==> config.mk <==
export PLATFORM = sky130hd
export DESIGN_NAME = debug_top
export DESIGN_NICKNAME = d
export VERILOG_FILES = /design/src/design/debug_pkg.sv /design/src/design/baud_tick_gen.sv /design/src/design/uart_rx.sv /design/src/design/uart_tx.sv /design/src/design/debug_unit.sv /design/src/design/debug_top.sv
export SDC_FILE = /design/constraint.sdc
export NUM_CORES = 1
export LEC_CHECK = 0
export ABC_AREA = 1
export BUFFER_PORTS_ARGS = -buffer_cell sky130_fd_sc_hd__buf_2
export CAP_MARGIN = 15
export CORE_MARGIN = 1.5
export CORE_UTILIZATION = 55
export CTS_BUF_LIST = sky130_fd_sc_hd__clkbuf_4 sky130_fd_sc_hd__clkbuf_8
export DETAILED_ROUTE_END_ITERATION = 10
export PLACE_DENSITY = 0.8
export SLEW_MARGIN = 20
export SYNTH_ARGS = -nofsm -noshare
export SYNTH_HDL_FRONTEND = slang
export SYNTH_SLANG_ARGS = --single-unit
==> constraint.sdc <==
create_clock -name top_clk -period 12.1 [get_ports top_clk]
set_input_delay 2.42 -clock top_clk [delete_from_list [all_inputs] [get_ports top_clk]]
set_output_delay 2.42 -clock top_clk [all_outputs]
set_load 0.01 [all_outputs]
==> src/design/debug_pkg.sv <==
package debug_pkg;

	// Serial timing. One bit lasts OVERSAMPLE * CLKS_PER_TICK clocks.
	localparam int CLKS_PER_TICK = 4;
	localparam int OVERSAMPLE = 16;

	// Snapshot size as sent to the host.
	localparam int DUMP_BYTES = 16;
	localparam int DUMP_W = DUMP_BYTES * 8;

	// Zero instructions already seen before a continuous run stops.
	localparam int IDLE_LIMIT = 5;

	localparam int TICK_CNT_W = $clog2(CLKS_PER_TICK);
	localparam int OS_CNT_W = $clog2(OVERSAMPLE);
	localparam int BYTE_CNT_W = $clog2(DUMP_BYTES);
	localparam int ZERO_CNT_W = $clog2(IDLE_LIMIT + 1);

	typedef logic [7:0] byte_t;
	typedef logic [31:0] instr_t;
	typedef logic [DUMP_W-1:0] dump_t;

	typedef enum logic [2:0] {
		IDLE,
		RUN_SAMPLE,
		RUN_HIGH,
		RUN_LOW,
		RESET_PULSE,
		SEND_LOAD,
		SEND_WAIT,
		STEP_LOW
	} dbg_state_t;

endpackage

==> src/design/baud_tick_gen.sv <==
`timescale 1ns/100ps

module baud_tick_gen import debug_pkg::*; (
	input  logic top_clk,
	input  logic rst_n,
	output logic tick
);

	logic [TICK_CNT_W-1:0] cnt;

	// The tick is registered, so it lands one cycle after the wrap value.
	always_ff @(posedge top_clk or negedge rst_n) begin
		if (!rst_n) begin
			cnt <= '0;
			tick <= 1'b0;
		end else begin
			if (cnt == TICK_CNT_W'(CLKS_PER_TICK - 1)) begin
				cnt <= '0;
				tick <= 1'b1;
			end else begin
				cnt <= cnt + 1'b1;
				tick <= 1'b0;
			end
		end
	end

	// Both UARTs count ticks, so a stretched tick would skew every bit.
	a_tick_single: assert property (
		@(posedge top_clk) disable iff (!rst_n)
		tick |=> !tick
	);

endmodule

==> src/design/uart_rx.sv <==
`timescale 1ns/100ps

module uart_rx import debug_pkg::*; (
	input  logic  top_clk,
	input  logic  rst_n,
	input  logic  tick,
	input  logic  serial_in,
	output byte_t rx_byte,
	output logic  rx_done
);

	typedef enum logic [1:0] {
		RX_IDLE,
		RX_START,
		RX_DATA,
		RX_STOP
	} rx_state_t;

	rx_state_t state;
	logic [1:0] sync;
	logic rx_s;
	logic [OS_CNT_W-1:0] tick_cnt;
	logic [2:0] bit_cnt;
	logic bit_end;
	byte_t shreg;

	// Two flops against metastability on the asynchronous line.
	always_ff @(posedge top_clk or negedge rst_n) begin
		if (!rst_n) begin
			sync <= 2'b11;
		end else begin
			sync <= {sync[0], serial_in};
		end
	end

	assign rx_s = sync[1];
	assign bit_end = tick && (tick_cnt == OS_CNT_W'(OVERSAMPLE - 1));

	always_ff @(posedge top_clk or negedge rst_n) begin
		if (!rst_n) begin
			state <= RX_IDLE;
			tick_cnt <= '0;
			bit_cnt <= '0;
			rx_done <= 1'b0;
		end else begin
			rx_done <= 1'b0;
			case (state)
				RX_IDLE: begin
					if (tick && !rx_s) begin
						tick_cnt <= '0;
						state <= RX_START;
					end
				end
				RX_START: begin
					// Half a bit after the edge; a glitch reads high again here.
					if (tick) begin
						if (tick_cnt == OS_CNT_W'(OVERSAMPLE / 2 - 1)) begin
							tick_cnt <= '0;
							bit_cnt <= '0;
							state <= rx_s ? RX_IDLE : RX_DATA;
						end else begin
							tick_cnt <= tick_cnt + 1'b1;
						end
					end
				end
				RX_DATA: begin
					if (tick) begin
						tick_cnt <= tick_cnt + 1'b1;
					end
					if (bit_end) begin
						bit_cnt <= bit_cnt + 1'b1;
						if (bit_cnt == 3'd7) begin
							state <= RX_STOP;
						end
					end
				end
				RX_STOP: begin
					if (tick) begin
						tick_cnt <= tick_cnt + 1'b1;
					end
					// A low stop bit is a framing error and the byte is lost.
					if (bit_end) begin
						rx_done <= rx_s;
						state <= RX_IDLE;
					end
				end
				default: begin
					state <= RX_IDLE;
				end
			endcase
		end
	end

	// Data arrives least significant bit first.
	always_ff @(posedge top_clk) begin
		if (state == RX_DATA && bit_end) begin
			shreg <= {rx_s, shreg[7:1]};
		end
	end

	assign rx_byte = shreg;

endmodule

==> src/design/uart_tx.sv <==
`timescale 1ns/100ps

module uart_tx import debug_pkg::*; (
	input  logic  top_clk,
	input  logic  rst_n,
	input  logic  tick,
	input  logic  tx_start,
	input  byte_t tx_byte,
	output logic  serial_out,
	output logic  tx_done
);

	typedef enum logic [2:0] {
		TX_IDLE,
		TX_ARM,
		TX_START,
		TX_DATA,
		TX_STOP
	} tx_state_t;

	tx_state_t state;
	logic [OS_CNT_W-1:0] tick_cnt;
	logic [2:0] bit_cnt;
	logic bit_end;
	byte_t shreg;

	assign bit_end = tick && (tick_cnt == OS_CNT_W'(OVERSAMPLE - 1));

	always_ff @(posedge top_clk or negedge rst_n) begin
		if (!rst_n) begin
			state <= TX_IDLE;
			tick_cnt <= '0;
			bit_cnt <= '0;
			serial_out <= 1'b1;
			tx_done <= 1'b0;
		end else begin
			tx_done <= 1'b0;
			if (tick && state != TX_IDLE && state != TX_ARM) begin
				tick_cnt <= tick_cnt + 1'b1;
			end
			case (state)
				TX_IDLE: begin
					if (tx_start) begin
						state <= TX_ARM;
					end
				end
				// The frame starts on a tick so that every bit is full length.
				TX_ARM: begin
					if (tick) begin
						tick_cnt <= '0;
						serial_out <= 1'b0;
						state <= TX_START;
					end
				end
				TX_START: begin
					if (bit_end) begin
						bit_cnt <= '0;
						serial_out <= shreg[0];
						state <= TX_DATA;
					end
				end
				TX_DATA: begin
					if (bit_end) begin
						bit_cnt <= bit_cnt + 1'b1;
						if (bit_cnt == 3'd7) begin
							serial_out <= 1'b1;
							state <= TX_STOP;
						end else begin
							serial_out <= shreg[1];
						end
					end
				end
				TX_STOP: begin
					if (bit_end) begin
						tx_done <= 1'b1;
						state <= TX_IDLE;
					end
				end
				default: begin
					state <= TX_IDLE;
				end
			endcase
		end
	end

	always_ff @(posedge top_clk) begin
		if (state == TX_IDLE && tx_start) begin
			shreg <= tx_byte;
		end else if (state == TX_DATA && bit_end) begin
			shreg <= {1'b0, shreg[7:1]};
		end
	end

	// The controller must wait for tx_done before it hands over the next byte.
	a_start_when_idle: assert property (
		@(posedge top_clk) disable iff (!rst_n)
		tx_start |-> state == TX_IDLE
	);

endmodule

==> src/design/debug_unit.sv <==
`timescale 1ns/100ps

module debug_unit import debug_pkg::*; (
	input  logic   top_clk,
	input  logic   rst_n,
	input  logic   rx_done,
	input  byte_t  rx_byte,
	input  logic   tx_done,
	input  instr_t instruction,
	input  dump_t  pipe_state,
	output logic   clk_pipe,
	output logic   rst_pipe,
	output logic   tx_start,
	output byte_t  tx_byte
);

	dbg_state_t state;
	dump_t buffer;
	byte_t cmd;
	logic [BYTE_CNT_W-1:0] byte_cnt;
	logic [ZERO_CNT_W-1:0] zero_cnt;

	// Setting bit 5 folds upper case letters onto lower case.
	assign cmd = rx_byte | 8'h20;

	always_ff @(posedge top_clk or negedge rst_n) begin
		if (!rst_n) begin
			state <= IDLE;
			clk_pipe <= 1'b0;
			rst_pipe <= 1'b0;
			tx_start <= 1'b0;
			byte_cnt <= '0;
			zero_cnt <= '0;
		end else begin
			tx_start <= 1'b0;
			case (state)
				IDLE: begin
					if (rx_done) begin
						case (cmd)
							"r": begin
								rst_pipe <= 1'b1;
								clk_pipe <= 1'b1;
								state <= RESET_PULSE;
							end
							"s": begin
								state <= SEND_LOAD;
							end
							"c": begin
								zero_cnt <= '0;
								state <= RUN_SAMPLE;
							end
							default: begin
								state <= IDLE;
							end
						endcase
					end
				end
				RESET_PULSE: begin
					rst_pipe <= 1'b0;
					clk_pipe <= 1'b0;
					state <= IDLE;
				end
				// The limit is checked against the count from earlier samples.
				RUN_SAMPLE: begin
					if (zero_cnt == ZERO_CNT_W'(IDLE_LIMIT)) begin
						state <= SEND_LOAD;
					end else begin
						if (instruction != '0) begin
							zero_cnt <= '0;
						end else begin
							zero_cnt <= zero_cnt + 1'b1;
						end
						clk_pipe <= 1'b1;
						state <= RUN_HIGH;
					end
				end
				RUN_HIGH: begin
					clk_pipe <= 1'b0;
					state <= RUN_LOW;
				end
				RUN_LOW: begin
					state <= RUN_SAMPLE;
				end
				SEND_LOAD: begin
					byte_cnt <= BYTE_CNT_W'(DUMP_BYTES - 1);
					tx_start <= 1'b1;
					state <= SEND_WAIT;
				end
				SEND_WAIT: begin
					if (tx_done) begin
						if (byte_cnt != '0) begin
							byte_cnt <= byte_cnt - 1'b1;
							tx_start <= 1'b1;
						end else begin
							clk_pipe <= 1'b1;
							state <= STEP_LOW;
						end
					end
				end
				STEP_LOW: begin
					clk_pipe <= 1'b0;
					state <= IDLE;
				end
				default: begin
					state <= IDLE;
				end
			endcase
		end
	end

	// Snapshot buffer. The low byte is always the one being sent.
	always_ff @(posedge top_clk) begin
		if (state == SEND_LOAD) begin
			buffer <= pipe_state;
		end else if (state == SEND_WAIT && tx_done && byte_cnt != '0) begin
			buffer <= buffer >> 8;
		end
	end

	assign tx_byte = buffer[7:0];

	a_rst_single: assert property (
		@(posedge top_clk) disable iff (!rst_n)
		rst_pipe |=> !rst_pipe
	);

	// A start strobe outside these points would collide with a frame in flight.
	a_start_legal: assert property (
		@(posedge top_clk) disable iff (!rst_n)
		tx_start |-> ($past(state) == SEND_LOAD) || $past(tx_done)
	);

endmodule

==> src/design/debug_top.sv <==
`timescale 1ns/100ps

module debug_top import debug_pkg::*; (
	input  logic   top_clk,
	input  logic   rst_n,
	input  logic   serial_in,
	output logic   serial_out,
	input  instr_t instruction,
	input  dump_t  pipe_state,
	output logic   clk_pipe,
	output logic   rst_pipe
);

	logic tick;
	byte_t rx_byte;
	logic rx_done;
	byte_t tx_byte;
	logic tx_start;
	logic tx_done;

	baud_tick_gen i_tick (
		.top_clk (top_clk),
		.rst_n   (rst_n),
		.tick    (tick)
	);

	uart_rx i_rx (
		.top_clk   (top_clk),
		.rst_n     (rst_n),
		.tick      (tick),
		.serial_in (serial_in),
		.rx_byte   (rx_byte),
		.rx_done   (rx_done)
	);

	uart_tx i_tx (
		.top_clk    (top_clk),
		.rst_n      (rst_n),
		.tick       (tick),
		.tx_start   (tx_start),
		.tx_byte    (tx_byte),
		.serial_out (serial_out),
		.tx_done    (tx_done)
	);

	debug_unit i_debug (
		.top_clk     (top_clk),
		.rst_n       (rst_n),
		.rx_done     (rx_done),
		.rx_byte     (rx_byte),
		.tx_done     (tx_done),
		.instruction (instruction),
		.pipe_state  (pipe_state),
		.clk_pipe    (clk_pipe),
		.rst_pipe    (rst_pipe),
		.tx_start    (tx_start),
		.tx_byte     (tx_byte)
	);

endmodule

=== Word level (Yosys, flattened, before mapping) ===
Index checks and enable logic that the tools add are counted.

* Bits in registers: 184
* Bits of input ports: 163
* Output and inout port bits: 3
* Logic and storage cells: 181

* $add $sub $neg: 7
* Equality and inequality tests: 45
* Muxes and demuxes: 68
* Reduce and logical (&&, ||, !) cells: 40

{| class="wikitable"
|+ Operators by type and width
! kind !! count
|-
| 128-bit 2-to-1 mux || 2
|-
| 3-bit 2-to-1 mux || 18
|-
| 4-bit 2-to-1 mux || 9
|-
| 32-bit nonzero test || 1
|-
| 3-bit == test (second input constant) || 8
|-
| 2-bit by 1-bit != test with 1-bit output (second input constant) || 12
|-
| 7-bit by 6-bit == test with 1-bit output (second input constant) || 3
|-
| 3-bit case mux with 7 select lines || 1
|-
| 3-bit case mux with 2 select lines || 3
|-
| 6-bit AND reduction || 3
|-
| 1-bit 2-to-1 mux || 16
|-
| 2-bit 2-to-1 mux || 8
|-
| 8-bit 2-to-1 mux || 2
|-
| 2-bit != test (second input constant) || 8
|-
| 3-bit case mux with 5 select lines || 1
|-
| 3-bit AND reduction || 5
|-
| 2-bit nonzero test || 7
|-
| 3-bit by 2-bit == test with 1-bit output (second input constant) || 4
|-
| 4-bit case mux with 3 select lines || 1
|-
| 4-bit AND reduction || 3
|-
| 1-bit logical AND || 10
|-
| 3-bit by 1-bit adder with 3-bit output (second input constant) || 3
|-
| 3-bit case mux with 3 select lines || 1
|-
| 4-bit by 1-bit adder with 4-bit output (second input constant) || 2
|-
| other kinds (20) || 29
|}

=== Depth between registers and ports, before layout ===
Gate-level depths: netlist (run 1).

* Depth after elaboration: 6
* Gate-level depth with buffers: 10
* Depth with buffers taken out: 10

=== By module ===
Synthesis (run 1) repeated with hierarchy kept, for this count alone.

* Cell total of the unflattened synthesis: 909
* Area total of the unflattened synthesis: 8,475.6 sq um

{| class="wikitable"
|+ Modules (own cells, without submodules)
! module !! instances !! cells each !! area each (sq um) !! sequential area each (sq um)
|-
| debug_unit || 1 || 690 || 6,391.1 || 4,169.0
|-
| uart_tx || 1 || 124 || 1,078.5 || 541.8
|-
| uart_rx || 1 || 90 || 914.6 || 543.0
|-
| baud_tick_gen || 1 || 5 || 91.3 || 75.1
|}

=== Least setup slack after synthesis (run 1) ===
Ideal clock, no wire load.

* Path kind: reg-to-reg
* Start point: reg i_debug.state[0]
* End point: reg i_debug.buffer[0] (enable)
* Library setup time: 1.122 ns
* Data arrival time: 3.113 ns
* Required time: 10.978 ns
* Setup slack: 7.865 ns
* Cell stages (with the launch flop): 7
* Buffers on the path: 2
* Period minus slack after synthesis: 4.235 ns
* Cells stage by stage: dfrtp_1 inv_2 nor2_4 nand2_2 buf_2 buf_2 nand2_1

* Cells in the longest elaborated chain, start to end: 4
* Elaborated cells on any way between the ends: 5
* Classes of those cells: eq/ne: 2; reduce/logical: 3

{| class="wikitable"
|+ RTL lines
! item !! line !! source
|-
| start: declaration || debug_unit.sv:17 || <nowiki>dbg_state_t state;</nowiki>
|-
| start signal: assignment || debug_unit.sv:28 || <nowiki>state <= IDLE;</nowiki>
|-
| start signal: assignment || debug_unit.sv:43 || <nowiki>state <= RESET_PULSE;</nowiki>
|-
| start signal: assignment || debug_unit.sv:46 || <nowiki>state <= SEND_LOAD;</nowiki>
|-
| 3-bit == test || debug_unit.sv:115 || <nowiki>end else if (state == SEND_WAIT && tx_done && byte_cnt != '0) begin</nowiki>
|-
| 1-bit logical AND (2 in a row) || debug_unit.sv:115 ||
|-
| 2-bit nonzero test (no line) * || -- ||
|-
| end signal: assignment || debug_unit.sv:114 || <nowiki>buffer <= pipe_state;</nowiki>
|-
| end signal: assignment || debug_unit.sv:116 || <nowiki>buffer <= buffer >> 8;</nowiki>
|-
| end: declaration || debug_unit.sv:18 || <nowiki>dump_t buffer;</nowiki>
|}

Every way passes the cells marked *; elsewhere a longest branch is shown, timed or not.
A chain may end at the register's enable or synchronous reset.

=== Final worst setup path (run 1) ===
* Start point: reg i_tx.serial_out
* End point: out serial_out

{| class="wikitable"
|+ RTL lines
! item !! line !! source
|-
| start: declaration || uart_tx.sv:9 || <nowiki>output logic serial_out,</nowiki>
|-
| start signal: assignment || uart_tx.sv:58 || <nowiki>serial_out <= shreg[0];</nowiki>
|-
| start signal: assignment || uart_tx.sv:69 || <nowiki>serial_out <= shreg[1];</nowiki>
|-
| end: declaration || debug_top.sv:7 || <nowiki>output logic serial_out,</nowiki>
|}

No word-level cell between the ends.

==> flow_summary_export.csv, run 1 <==
group,metric,value,unit
sta,fmax,286,MHz
power_and_ir_drop,clkPwrFrac,0.344,
worst_setup_path,timing.rr.start,"i_debug.byte_cnt[0]",
grt,use_met2,0.344,
detailed_routing,avgRoutedWirePerCell,13.0,um
sta,rsz0062_at_grt,"false",
sta,tightestPinTransition,1010,ps
power_and_ir_drop,p_comb_frac,0.055,
worst_hold_path,min_path_type,"flop to flop",
worst_setup_path,critPathMaxStageDelay,530,ps
clocking,clock_tree.root_cell,"clkbuf_8",
power_and_ir_drop,power_density,120,mW/mm^2
clocking,cts-buffers-inserted,17,
worst_setup_path,critPathMaxFanout,2,
outcome,status,"finished, final reports clean",
detailed_routing,wl,15800,um
sta,period_needed,3500,ps
sta,hold_viol_final,0,
worst_setup_path,worstRegToRegCells,6,
floorplanning,initial_core_util,0.565,
final_layout,layout_common_cells,"446 x nand2_1, 165 x buf_2, 144 x edfxtp_1",
yosys,synth_area,0.00825,mm^2
detailed_routing,vias_per_cell,4.95,
grt,grt_max_degree,114,
worst_hold_path,hp-start,"i_rx.sync[0]",
sta,setup_violations,0,
floorplanning,coreArea,0.0146,mm^2
final_layout,num-fill-cells,1178,
worst_setup_path,crit_start,"i_tx.serial_out",
detailed_routing,vias,6055,
grt,top_usage_layer,"met2",
worst_hold_path,min_path_cells,0,
power_and_ir_drop,p_total,1.15,mW
placement,dpl_worst_slack,8790,ps
grt,grt_pass1_wl,26400,um
worst_setup_path,rrSetupSlack,9390,ps
sta,period_share,0.289,
worst_setup_path,worst-path-buf-inv,1,
clocking,cts_tree,"built",
yosys,async_flop_share,0.217,
worst_setup_path,cpLargestDelayFamily,"flip-flops",
detailed_routing,drc_errors,0,
yosys,post-synth-top-area-fraction,0.524,
placement,gp_congestion,0.775,
power_and_ir_drop,p_sw,0.250,mW
grt,overflow,0,
power_and_ir_drop,seqPwrFrac,0.601,
worst_setup_path,slowest_stage,"dfstp_2",
sta,fin_hold_ws,360,ps
job,maxCapViolations,0,
placement,io_buffers,165,
grt,met3_usage,0.0723,
sta,final.setup.tns,0,ps
sta,relSlewSlack,0.327,
yosys,synth-edff-count,144,
placement,placed_cell_area,0.00917,mm^2
final_layout,layout_commonest_cell,"nand2_1",
final_layout,syn_to_final_growth,15.9,%
clocking,clock_latency,440,ps
placement,dp_cells,1189,
clocking,clk_pin_slew,90,ps
floorplanning,die_area,0.0157,mm^2
yosys,yosysUniqueCellTypes,32,
floorplanning,dieHeight,125,um
detailed_routing,dr.pass1.iters,5,
yosys,avgSynthCellArea,9.52,um^2
power_and_ir_drop,p_sw_frac,0.218,
grt,grt_pass1_vias,5781,
worst_setup_path,crit_path_start_kind,"flop",
worst_setup_path,worst-path-stages,1,
worst_setup_path,cp_cell_sequence,"buf_2",
worst_setup_path,critPathCaptureType,"output port",
placement,dp_hpwl,10500,um
yosys,synth_area_leaders,"edfxtp_1 52%, nand2_1 20%, dfrtp_1 11%, nor2_1 2.6%, inv_1 1.9%",
final_layout,final_cells,1222,
clocking,htreeDepth,4,
clocking,postCtsHoldBufs,0,
grt,met1_usage,0.270,
grt,grt_use_total,0.210,
power_and_ir_drop,peakVddDrop,114,uV
clocking,cts_sinks,184,
yosys,ys_seq_area_frac,0.646,
worst_setup_path,required,9680,ps
clocking,cts_resized,0,
floorplanning,io_pins,166,
detailed_routing,drt_iter0_drc,422,
power_and_ir_drop,p_leak,4.39,nW
worst_hold_path,hold_end,"i_rx.sync[1]",
clocking,clock_tree.buffer_depth,2,
yosys,yosysTopAreaCell,"edfxtp_1",
yosys,synthFlopType,"edfxtp_1",
worst_setup_path,cp.arrival,1080,ps
power_and_ir_drop,internal_power,0.897,mW
yosys,synth_fp_nets,1039,
grt,antenna_found_initial,1,
final_layout,fin_util,0.655,
sta,timing.final.ws_setup,8600,ps
floorplanning,rows,44,
worst_setup_path,critPathKind,"flop to output port",
final_layout,fin_nets,1197,
yosys,ys_ff_latch,184,
worst_setup_path,reg2reg_to,"i_debug.buffer[61]",
clocking,cts_setup_buffers,0,
floorplanning,dieWidth,125,um
sta,skew,13.9,ps
sta,slew_violations,0,
yosys,yosysWarningCount,0,
detailed_routing,final_antenna_net_count,0,
final_layout,design_area,0.00956,mm^2
final_layout,layout-drive-gt1-share,0.213,
yosys,netlist_instances,866,
-- per-layer routing --
layer	up-vias	part of all wire
li1	3112	-
met1	2777	0.44
met2	154	0.48
met3	12	0.067
met4	0	0.0086
met5	-	0
-- power groups by stage --
stage          logic (mW)  registers (mW)  clock network (mW)
6_report           0.0628           0.689               0.395
5_1_grt            0.0706           0.690               0.430
4_1_cts            0.0629           0.689               0.405
3_5_place_dp       0.0625           0.703                   0
3_3_place_gp       0.0612           0.703                   0
2_1_floorplan      0.0317           0.699                   0
-- logic make-up (layout without fill, tap and decap cells) --
| family | Yosys count | after routing | synth area share |
|---|---|---|---|
| mux | 7 | 7 | 0.00956 |
| fa+ha+maj | 10 | 10 | 0.0152 |
| xor+xnor | 1 | 1 | 0.00106 |
| flops | 184 | 184 | 0.646 |
| compound gates | 32 | 32 | 0.0209 |
| other cells | 0 | 1 | 0 |
| buf+inv | 76 | 247 | 0.0417 |
| simple gates | 556 | 556 | 0.265 |
-- sequential cells by signal, indices dropped and copies added, names as in the netlist, 2 cells and up, named ones only --
name,count
i_rx.bit_cnt,3
i_tx.shreg,8
i_tx.state,3
i_debug.buffer,128
i_debug.zero_cnt,3
i_rx.rx_byte,8
i_tick.cnt,2
i_debug.byte_cnt,4
i_tx.bit_cnt,3
i_rx.tick_cnt,4
i_rx.sync,2
i_debug.state,3
-- synthesized netlist by cell type, types with 2 or more instances --
cell type,count
a21oi_1,3
buf_2,14
buf_4,11
clkbuf_1,4
dfrtp_1,37
dfstp_2,3
edfxtp_1,144
ha_1,10
inv_1,42
inv_2,5
mux2_2,7
nand2_1,447
nand2_2,2
nand3_1,29
nand4_1,9
nor2_1,57
nor2_2,2
nor3_1,4
nor4_1,2
o21ai_0,21
o21ai_1,2
-- worst max path at each step --
stage / slack (ps) / to
after CTS: 8550 / serial_out
after global routing: 8530 / serial_out
after floorplan: 7870 / i_debug.buffer[0]
final: 8600 / serial_out
after detailed placement: 8790 / i_debug.zero_cnt[2]
after global placement: 8830 / i_debug.zero_cnt[2]
-- layout make-up --
cell class	instances	area, um^2	share of cell area
Sequential cell	184	5330	0.557
Antenna cell	1	2.50	0.000262
Clock buffer	19	249	0.0260
Timing Repair Buffer	168	852	0.0891
Clock inverter	13	130	0.0136
Inverter	47	179	0.0187
Multi-Input combinational cell	606	2590	0.271
Tap cell	184	230	0.0241
Note: power is estimated with default switching activity, not from simulation.
==> inputs of run 2 (changes only) <==
--- a/config.mk
+++ b/config.mk
@@ -5,14 +5,14 @@
 export SDC_FILE = /design/constraint.sdc
 export NUM_CORES = 1
 export LEC_CHECK = 0
-export ABC_AREA = 1
+export ABC_AREA = 0
 export BUFFER_PORTS_ARGS = -buffer_cell sky130_fd_sc_hd__buf_2
 export CAP_MARGIN = 15
 export CORE_MARGIN = 1.5
-export CORE_UTILIZATION = 55
+export CORE_UTILIZATION = 51
 export CTS_BUF_LIST = sky130_fd_sc_hd__clkbuf_4 sky130_fd_sc_hd__clkbuf_8
 export DETAILED_ROUTE_END_ITERATION = 10
-export PLACE_DENSITY = 0.8
+export PLACE_DENSITY = 0.78
 export SLEW_MARGIN = 20
 export SYNTH_ARGS = -nofsm -noshare
 export SYNTH_HDL_FRONTEND = slang
==> constraint.sdc (replaced) <==
create_clock -name top_clk -period 2.9 [get_ports top_clk]
set_input_delay 0.58 -clock top_clk [delete_from_list [all_inputs] [get_ports top_clk]]
set_output_delay 0.58 -clock top_clk [all_outputs]
set_load 0.01 [all_outputs]
==> run 2 against run 1 <==
Net effect:
- synthesized cell count down 8.8%
- sequential power grew to 4.2 times the previous value
- setup slack lost 7900 ps
- sequential share of layout area shrank 0.47 points
- combinational power rose to 4.0 times the previous value
- clock skew up 4.4 ps
- clock power rose to 4.3 times the previous value
- final area increased by 0.85%
- cell count fell by 4.2%
- critical endpoint is now i_debug.buffer[42]
- largest power group unchanged
==> flow_summary_export.csv, run 2 <==
group,metric,value,unit
outcome,status,"finished, final reports clean",
sta,slew_violations,0,
power_and_ir_drop,clkPwrFrac,0.350,
worst_hold_path,min_path_cells,1,
sta,period_share,0.747,
final_layout,fin_nets,1115,
floorplanning,dieHeight,130,um
clocking,postCtsHoldBufs,0,
power_and_ir_drop,p_leak,3.88,nW
worst_setup_path,worstRegToRegCells,3,
final_layout,num_antenna_cells,0,
final_layout,num-fill-cells,1307,
grt,antenna_found_initial,1,
power_and_ir_drop,power_density,504,mW/mm^2
final_layout,layout-drive-gt1-share,0.235,
clocking,cts_tree,"built",
grt,met3_usage,0.0664,
detailed_routing,final_antenna_net_count,0,
detailed_routing,vias_per_cell,5.04,
grt,top_usage_layer,"met2",
yosys,yosysTopAreaCell,"edfxtp_1",
yosys,ys_ff_latch,184,
grt,use_met2,0.305,
sta,period_needed,2170,ps
worst_setup_path,timing.rr.start,"i_debug.state[2]",
grt,grt_max_degree,123,
sta,hold_viol_final,0,
power_and_ir_drop,p_sw_frac,0.238,
placement,io_buffers,165,
yosys,ys_top_cells_by_count,"381 x nand2_1, 144 x edfxtp_1, 37 x dfrtp_1",
yosys,avgSynthCellArea,10.4,um^2
clocking,clock_latency,470,ps
power_and_ir_drop,p_sw,1.16,mW
yosys,ys_seq_area_frac,0.648,
yosys,yosysUniqueCellTypes,57,
clocking,clk_pin_slew,90,ps
detailed_routing,wl,15600,um
clocking,clock_tree.buffer_depth,2,
yosys,synth.most_common_cell,"nand2_1",
sta,tightestPinTransition,877,ps
sta,relSlewSlack,0.415,
worst_setup_path,cp.arrival,2300,ps
job,maxCapViolations,0,
yosys,synth_fp_nets,963,
yosys,synthFlopType,"edfxtp_1",
yosys,netlist_instances,790,
sta,rsz0062_at_grt,"false",
clocking,clock_tree.root_cell,"clkbuf_8",
detailed_routing,drt_iter0_drc,434,
detailed_routing,avgRoutedWirePerCell,13.3,um
worst_hold_path,hold_end,"i_rx.sync[0]",
yosys,synth_area_leaders,"edfxtp_1 53%, nand2_1 17%, dfrtp_1 11%, ha_1 1.5%, o21ai_0 1.2%",
sta,skew,18.3,ps
grt,grt_pass1_wl,25200,um
worst_setup_path,required,3040,ps
worst_setup_path,reg2reg_to,"i_debug.buffer[42]",
yosys,synth_area,0.00822,mm^2
sta,setup_violations,0,
worst_setup_path,crit_path_start_kind,"flop",
worst_setup_path,critPathMaxFanout,68,
floorplanning,coreArea,0.0158,mm^2
detailed_routing,vias,5900,
grt,overflow,0,
clocking,cts_sinks,184,
placement,dp_hpwl,10500,um
yosys,async_flop_share,0.217,
final_layout,syn_to_final_growth,17.3,%
final_layout,largest_reg_flops,128,
worst_setup_path,rrSetupSlack,730,ps
worst_setup_path,critPathCaptureType,"flop",
floorplanning,io_pins,166,
grt,grt_pass1_vias,5525,
clocking,cts_resized,0,
final_layout,layout_commonest_cell,"nand2_1",
worst_hold_path,min_path_type,"input port to flop",
clocking,cts_setup_buffers,0,
clocking,htreeDepth,4,
detailed_routing,drc_errors,0,
sta,fmax,461,MHz
power_and_ir_drop,peakVddDrop,341,uV
worst_setup_path,critPathKind,"flop to flop",
worst_hold_path,hp-start,"serial_in",
floorplanning,dieWidth,130,um
final_layout,regMostFlops,"i_debug.buffer",
detailed_routing,dr.pass1.iters,5,
yosys,yosysWarningCount,0,
final_layout,fin_util,0.609,
power_and_ir_drop,internal_power,3.70,mW
grt,grt_use_total,0.195,
clocking,cts-buffers-inserted,17,
floorplanning,rows,46,
floorplanning,initial_core_util,0.519,
power_and_ir_drop,p_comb_frac,0.052,
power_and_ir_drop,seqPwrFrac,0.598,
grt,met1_usage,0.253,
yosys,synth-edff-count,144,
final_layout,layout_common_cells,"381 x nand2_1, 165 x buf_2, 144 x edfxtp_1",
floorplanning,die_area,0.0169,mm^2
yosys,post-synth-top-area-fraction,0.526,
placement,gp_congestion,0.805,
sta,fin_hold_ws,204,ps
## run 2: worst max path at each step
stage,to,startpoint,cells past startpoint
after CTS,i_debug.buffer[49],i_debug.state[2],3
final,i_debug.buffer[42],i_debug.state[2],3
after floorplan,i_debug.buffer[0],i_debug.state[0],3
after global routing,i_debug.buffer[45],i_debug.state[2],3
after global placement,i_debug.buffer[38],i_debug.state[2],3
after detailed placement,i_debug.buffer[30],i_debug.state[2],3
## run 2: cells by family (layout without fill, tap and decap cells)
logic type               after synthesis  after routing  share of synthesized area
AND/OR/NAND/NOR                      469            469                      0.244
adder cells (fa/ha/maj)               10             10                     0.0152
AO/OA/AOI/OAI                         64             64                     0.0507
multiplexers                          10             10                     0.0132
buffers and inverters                 53            218                     0.0283
flip-flops                           184            184                      0.648
## run 2: layer usage
| metal | wire [um] | vias up |
|---|---|---|
| met5 | 10 | - |
| met4 | 231 | 2 |
| met3 | 1170 | 17 |
| met2 | 7210 | 192 |
| met1 | 6960 | 2700 |
| li1 | - | 2989 |
## run 2: power by group through the flow
stage	clock network [mW]	registers, mW	logic (mW)
2_1_floorplan	0	2.93	0.134
3_3_place_gp	0	2.96	0.248
3_5_place_dp	0	2.96	0.255
4_1_cts	1.74	2.90	0.256
5_1_grt	1.85	2.91	0.286
6_report	1.70	2.91	0.254
## run 2: worst max-delay path: stages (launching register included)
cell	delay [ps]
dfrtp_1	650
nand3b_1	280
o31ai_4	500
buf_12	370
## run 2: area by class of cell
cell class	instances	area (um^2)	share of cell area
multi-input combinational	553	2680	0.278
clock inverter	15	154	0.0160
tap	216	270	0.0280
clock buffer	17	234	0.0243
sequential	184	5330	0.553
inverter	15	56.3	0.00584
timing repair buffer	171	921	0.0955
## run 2: stage by stage
step | total power [mW] | cells | TNS (ps) | setup slack [ps] | cell area, um^2
4_1_cts | 4.90 | 1171 | 0 | 726 | 9640
3_3_place_gp | 3.21 | 1139 | 0 | 795 | 9250
5_1_grt | 5.05 | 1171 | 0 | 576 | 9640
3_5_place_dp | 3.22 | 1139 | 0 | 739 | 9250
6_report | 4.86 | 1171 | 0 | 733 | 9640
2_1_floorplan | 3.07 | 790 | -201460 | -1570 | 8230
==> inputs of run 3 (changes only) <==
==> constraint.sdc (replaced) <==
create_clock -name top_clk -period 1.8 [get_ports top_clk]
set_input_delay 0.36 -clock top_clk [delete_from_list [all_inputs] [get_ports top_clk]]
set_output_delay 0.36 -clock top_clk [all_outputs]
set_load 0.01 [all_outputs]
==> run 3 against run 2 <==
Net effect:
- critical path depth grew 3
- cell count rose by 2.6%
- register-to-register slack got worse by 630 ps
- clock power increased by 64%
- setup slack lost 630 ps
- sequential power grew 60%
- count of clock-buffer cells in the layout up 1
- first-iteration DRC count fell by 9.4%
- highest routed layer unchanged
- die area unchanged
- total power is 63% higher
==> flow_summary_export.csv, run 3 (synthesis results as in run 2) <==
group,metric,value,unit
worst_setup_path,crit_path_start_kind,"flop",
grt,grt_max_degree,75,
detailed_routing,vias,6013,
final_layout,layout-drive-gt1-share,0.251,
detailed_routing,dr.pass1.iters,5,
floorplanning,initial_core_util,0.519,
sta,skew,13.4,ps
outcome,status,"finished, final reports clean",
floorplanning,die_area,0.0169,mm^2
grt,met3_usage,0.0627,
clocking,clk_pin_slew,90,ps
worst_setup_path,critPathMaxFanout,24,
worst_setup_path,rrSetupSlack,100,ps
worst_setup_path,cp.arrival,1860,ps
floorplanning,io_pins,166,
clocking,cts_sinks,184,
sta,setup_violations,0,
sta,tightestPinTransition,522,ps
clocking,clock_tree.root_cell,"clkbuf_8",
sta,period_needed,1700,ps
detailed_routing,drc_errors,0,
worst_hold_path,hold_end,"i_debug.buffer[57]",
job,maxCapViolations,0,
detailed_routing,wl,16100,um
power_and_ir_drop,power_density,793,mW/mm^2
placement,dp_cells,1161,
placement,dp_hpwl,11300,um
power_and_ir_drop,p_leak,4.04,nW
clocking,htreeDepth,4,
floorplanning,dieWidth,130,um
worst_hold_path,min_path_cells,3,
final_layout,fin_nets,1140,
grt,met1_usage,0.252,
worst_setup_path,crit_start,"i_debug.byte_cnt[0]",
detailed_routing,drt_iter0_drc,393,
floorplanning,coreArea,0.0158,mm^2
final_layout,syn_to_final_growth,21.4,%
worst_hold_path,min_path_type,"input port to flop",
detailed_routing,vias_per_cell,5.01,
worst_setup_path,worstRegToRegCells,6,
final_layout,layout_commonest_cell,"nand2_1",
final_layout,num-fill-cells,1281,
sta,hold_viol_final,0,
worst_setup_path,timing.rr.start,"i_debug.byte_cnt[0]",
floorplanning,dieHeight,130,um
sta,timing.final.ws_setup,103,ps
detailed_routing,final_antenna_net_count,0,
sta,fin_hold_ws,154,ps
worst_setup_path,critPathCaptureType,"flop",
final_layout,final_cells,1201,
final_layout,regMostFlops,"i_debug.buffer",
clocking,clock_latency,460,ps
grt,use_met2,0.327,
grt,top_usage_layer,"met2",
sta,final.setup.tns,0,ps
grt,grt_pass1_vias,5729,
sta,rsz0062_at_grt,"false",
sta,period_share,0.943,
worst_setup_path,required,1960,ps
final_layout,largest_reg_flops,128,
worst_hold_path,hp-start,"pipe_state[57]",
grt,antenna_found_initial,3,
placement,io_buffers,165,
placement,gp_congestion,0.815,
final_layout,fin_util,0.630,
sta,slew_violations,0,
sta,fmax,589,MHz
floorplanning,rows,46,
power_and_ir_drop,peakVddDrop,425,uV
placement,dpl_worst_slack,-89.6,ps
clocking,clock_tree.buffer_depth,2,
final_layout,layout_common_cells,"381 x nand2_1, 165 x buf_2, 144 x edfxtp_1",
detailed_routing,avgRoutedWirePerCell,13.4,um
grt,grt_pass1_wl,25700,um
grt,overflow,0,
sta,relSlewSlack,0.652,
clocking,cts_tree,"built",
grt,grt_use_total,0.199,
clocking,cts-buffers-inserted,17,
worst_setup_path,reg2reg_to,"i_debug.buffer[15]",
worst_setup_path,critPathKind,"flop to flop",
run 3: cell types whose count changed in the layout (fill, tap and decap cells not counted), moves of 2 or more:
cell	previous run	this run
clkinv_1	0	2
bufinv_16	1	3
buf_12	4	13
buf_4	2	16
clkinv_4	0	3
inv_6	9	1
diode_2	0	6
dlygate4sd3_1	0	2
run 3: repair_timing:
item	4_1_cts	5_1_grt
hold buffers	2	0
endpoints found under the hold margin	38	0
setup endpoints to repair	120	74
gates resized for setup	1	2
buffers inserted	0	1
run 3: worst max path at each step:
stage / end / slack (ps) / cells past startpoint
finish: i_debug.buffer[15] / 100 / 6
global route: i_debug.buffer[19] / 20 / 6
CTS: i_debug.buffer[10] / 50 / 6
detailed placement: i_debug.buffer[2] / -90 / 6
global placement: i_debug.buffer[2] / -30 / 6
floorplan: i_debug.buffer[0] / -2670 / 3
run 3: critical path, cell delays in order (launching register included):
cell and delay [ps]:
dfrtp_1 350, inv_1 60, ha_1 200, nor3b_2 190, o31ai_4 210, buf_12 190
buf_12 180
run 3: metal layers:
layer / share of wire / vias up
li1: - / 3035
met1: 0.45 / 2760
met2: 0.47 / 195
met3: 0.065 / 21
met4: 0.016 / 2
met5: 0.00068 / -
run 3: layout make-up:
type	instances	area (um^2)	area share
multi-input cells	553	2680	0.269
clock inverters	13	155	0.0156
well taps	216	270	0.0271
clock buffers	18	241	0.0242
inverters	15	56.3	0.00564
flip-flops and latches	184	5330	0.534
repair buffers	196	1230	0.123
diodes	6	15.0	0.00150
run 3: report_power, final:
part / switching (mW) / internal [mW] / leakage, nW
logic: 0.203 / 0.256 / 2.34
clock network: 1.42 / 1.37 / 0.201
registers: 0.0743 / 4.59 / 1.49
run 3: through the flow:
step | area (um^2) | total power [mW]
6_report | 9980 | 7.91
3_5_place_dp | 9530 | 5.21
5_1_grt | 9970 | 8.20
2_1_floorplan | 8230 | 4.94
4_1_cts | 9950 | 7.99
3_3_place_gp | 9530 | 5.20
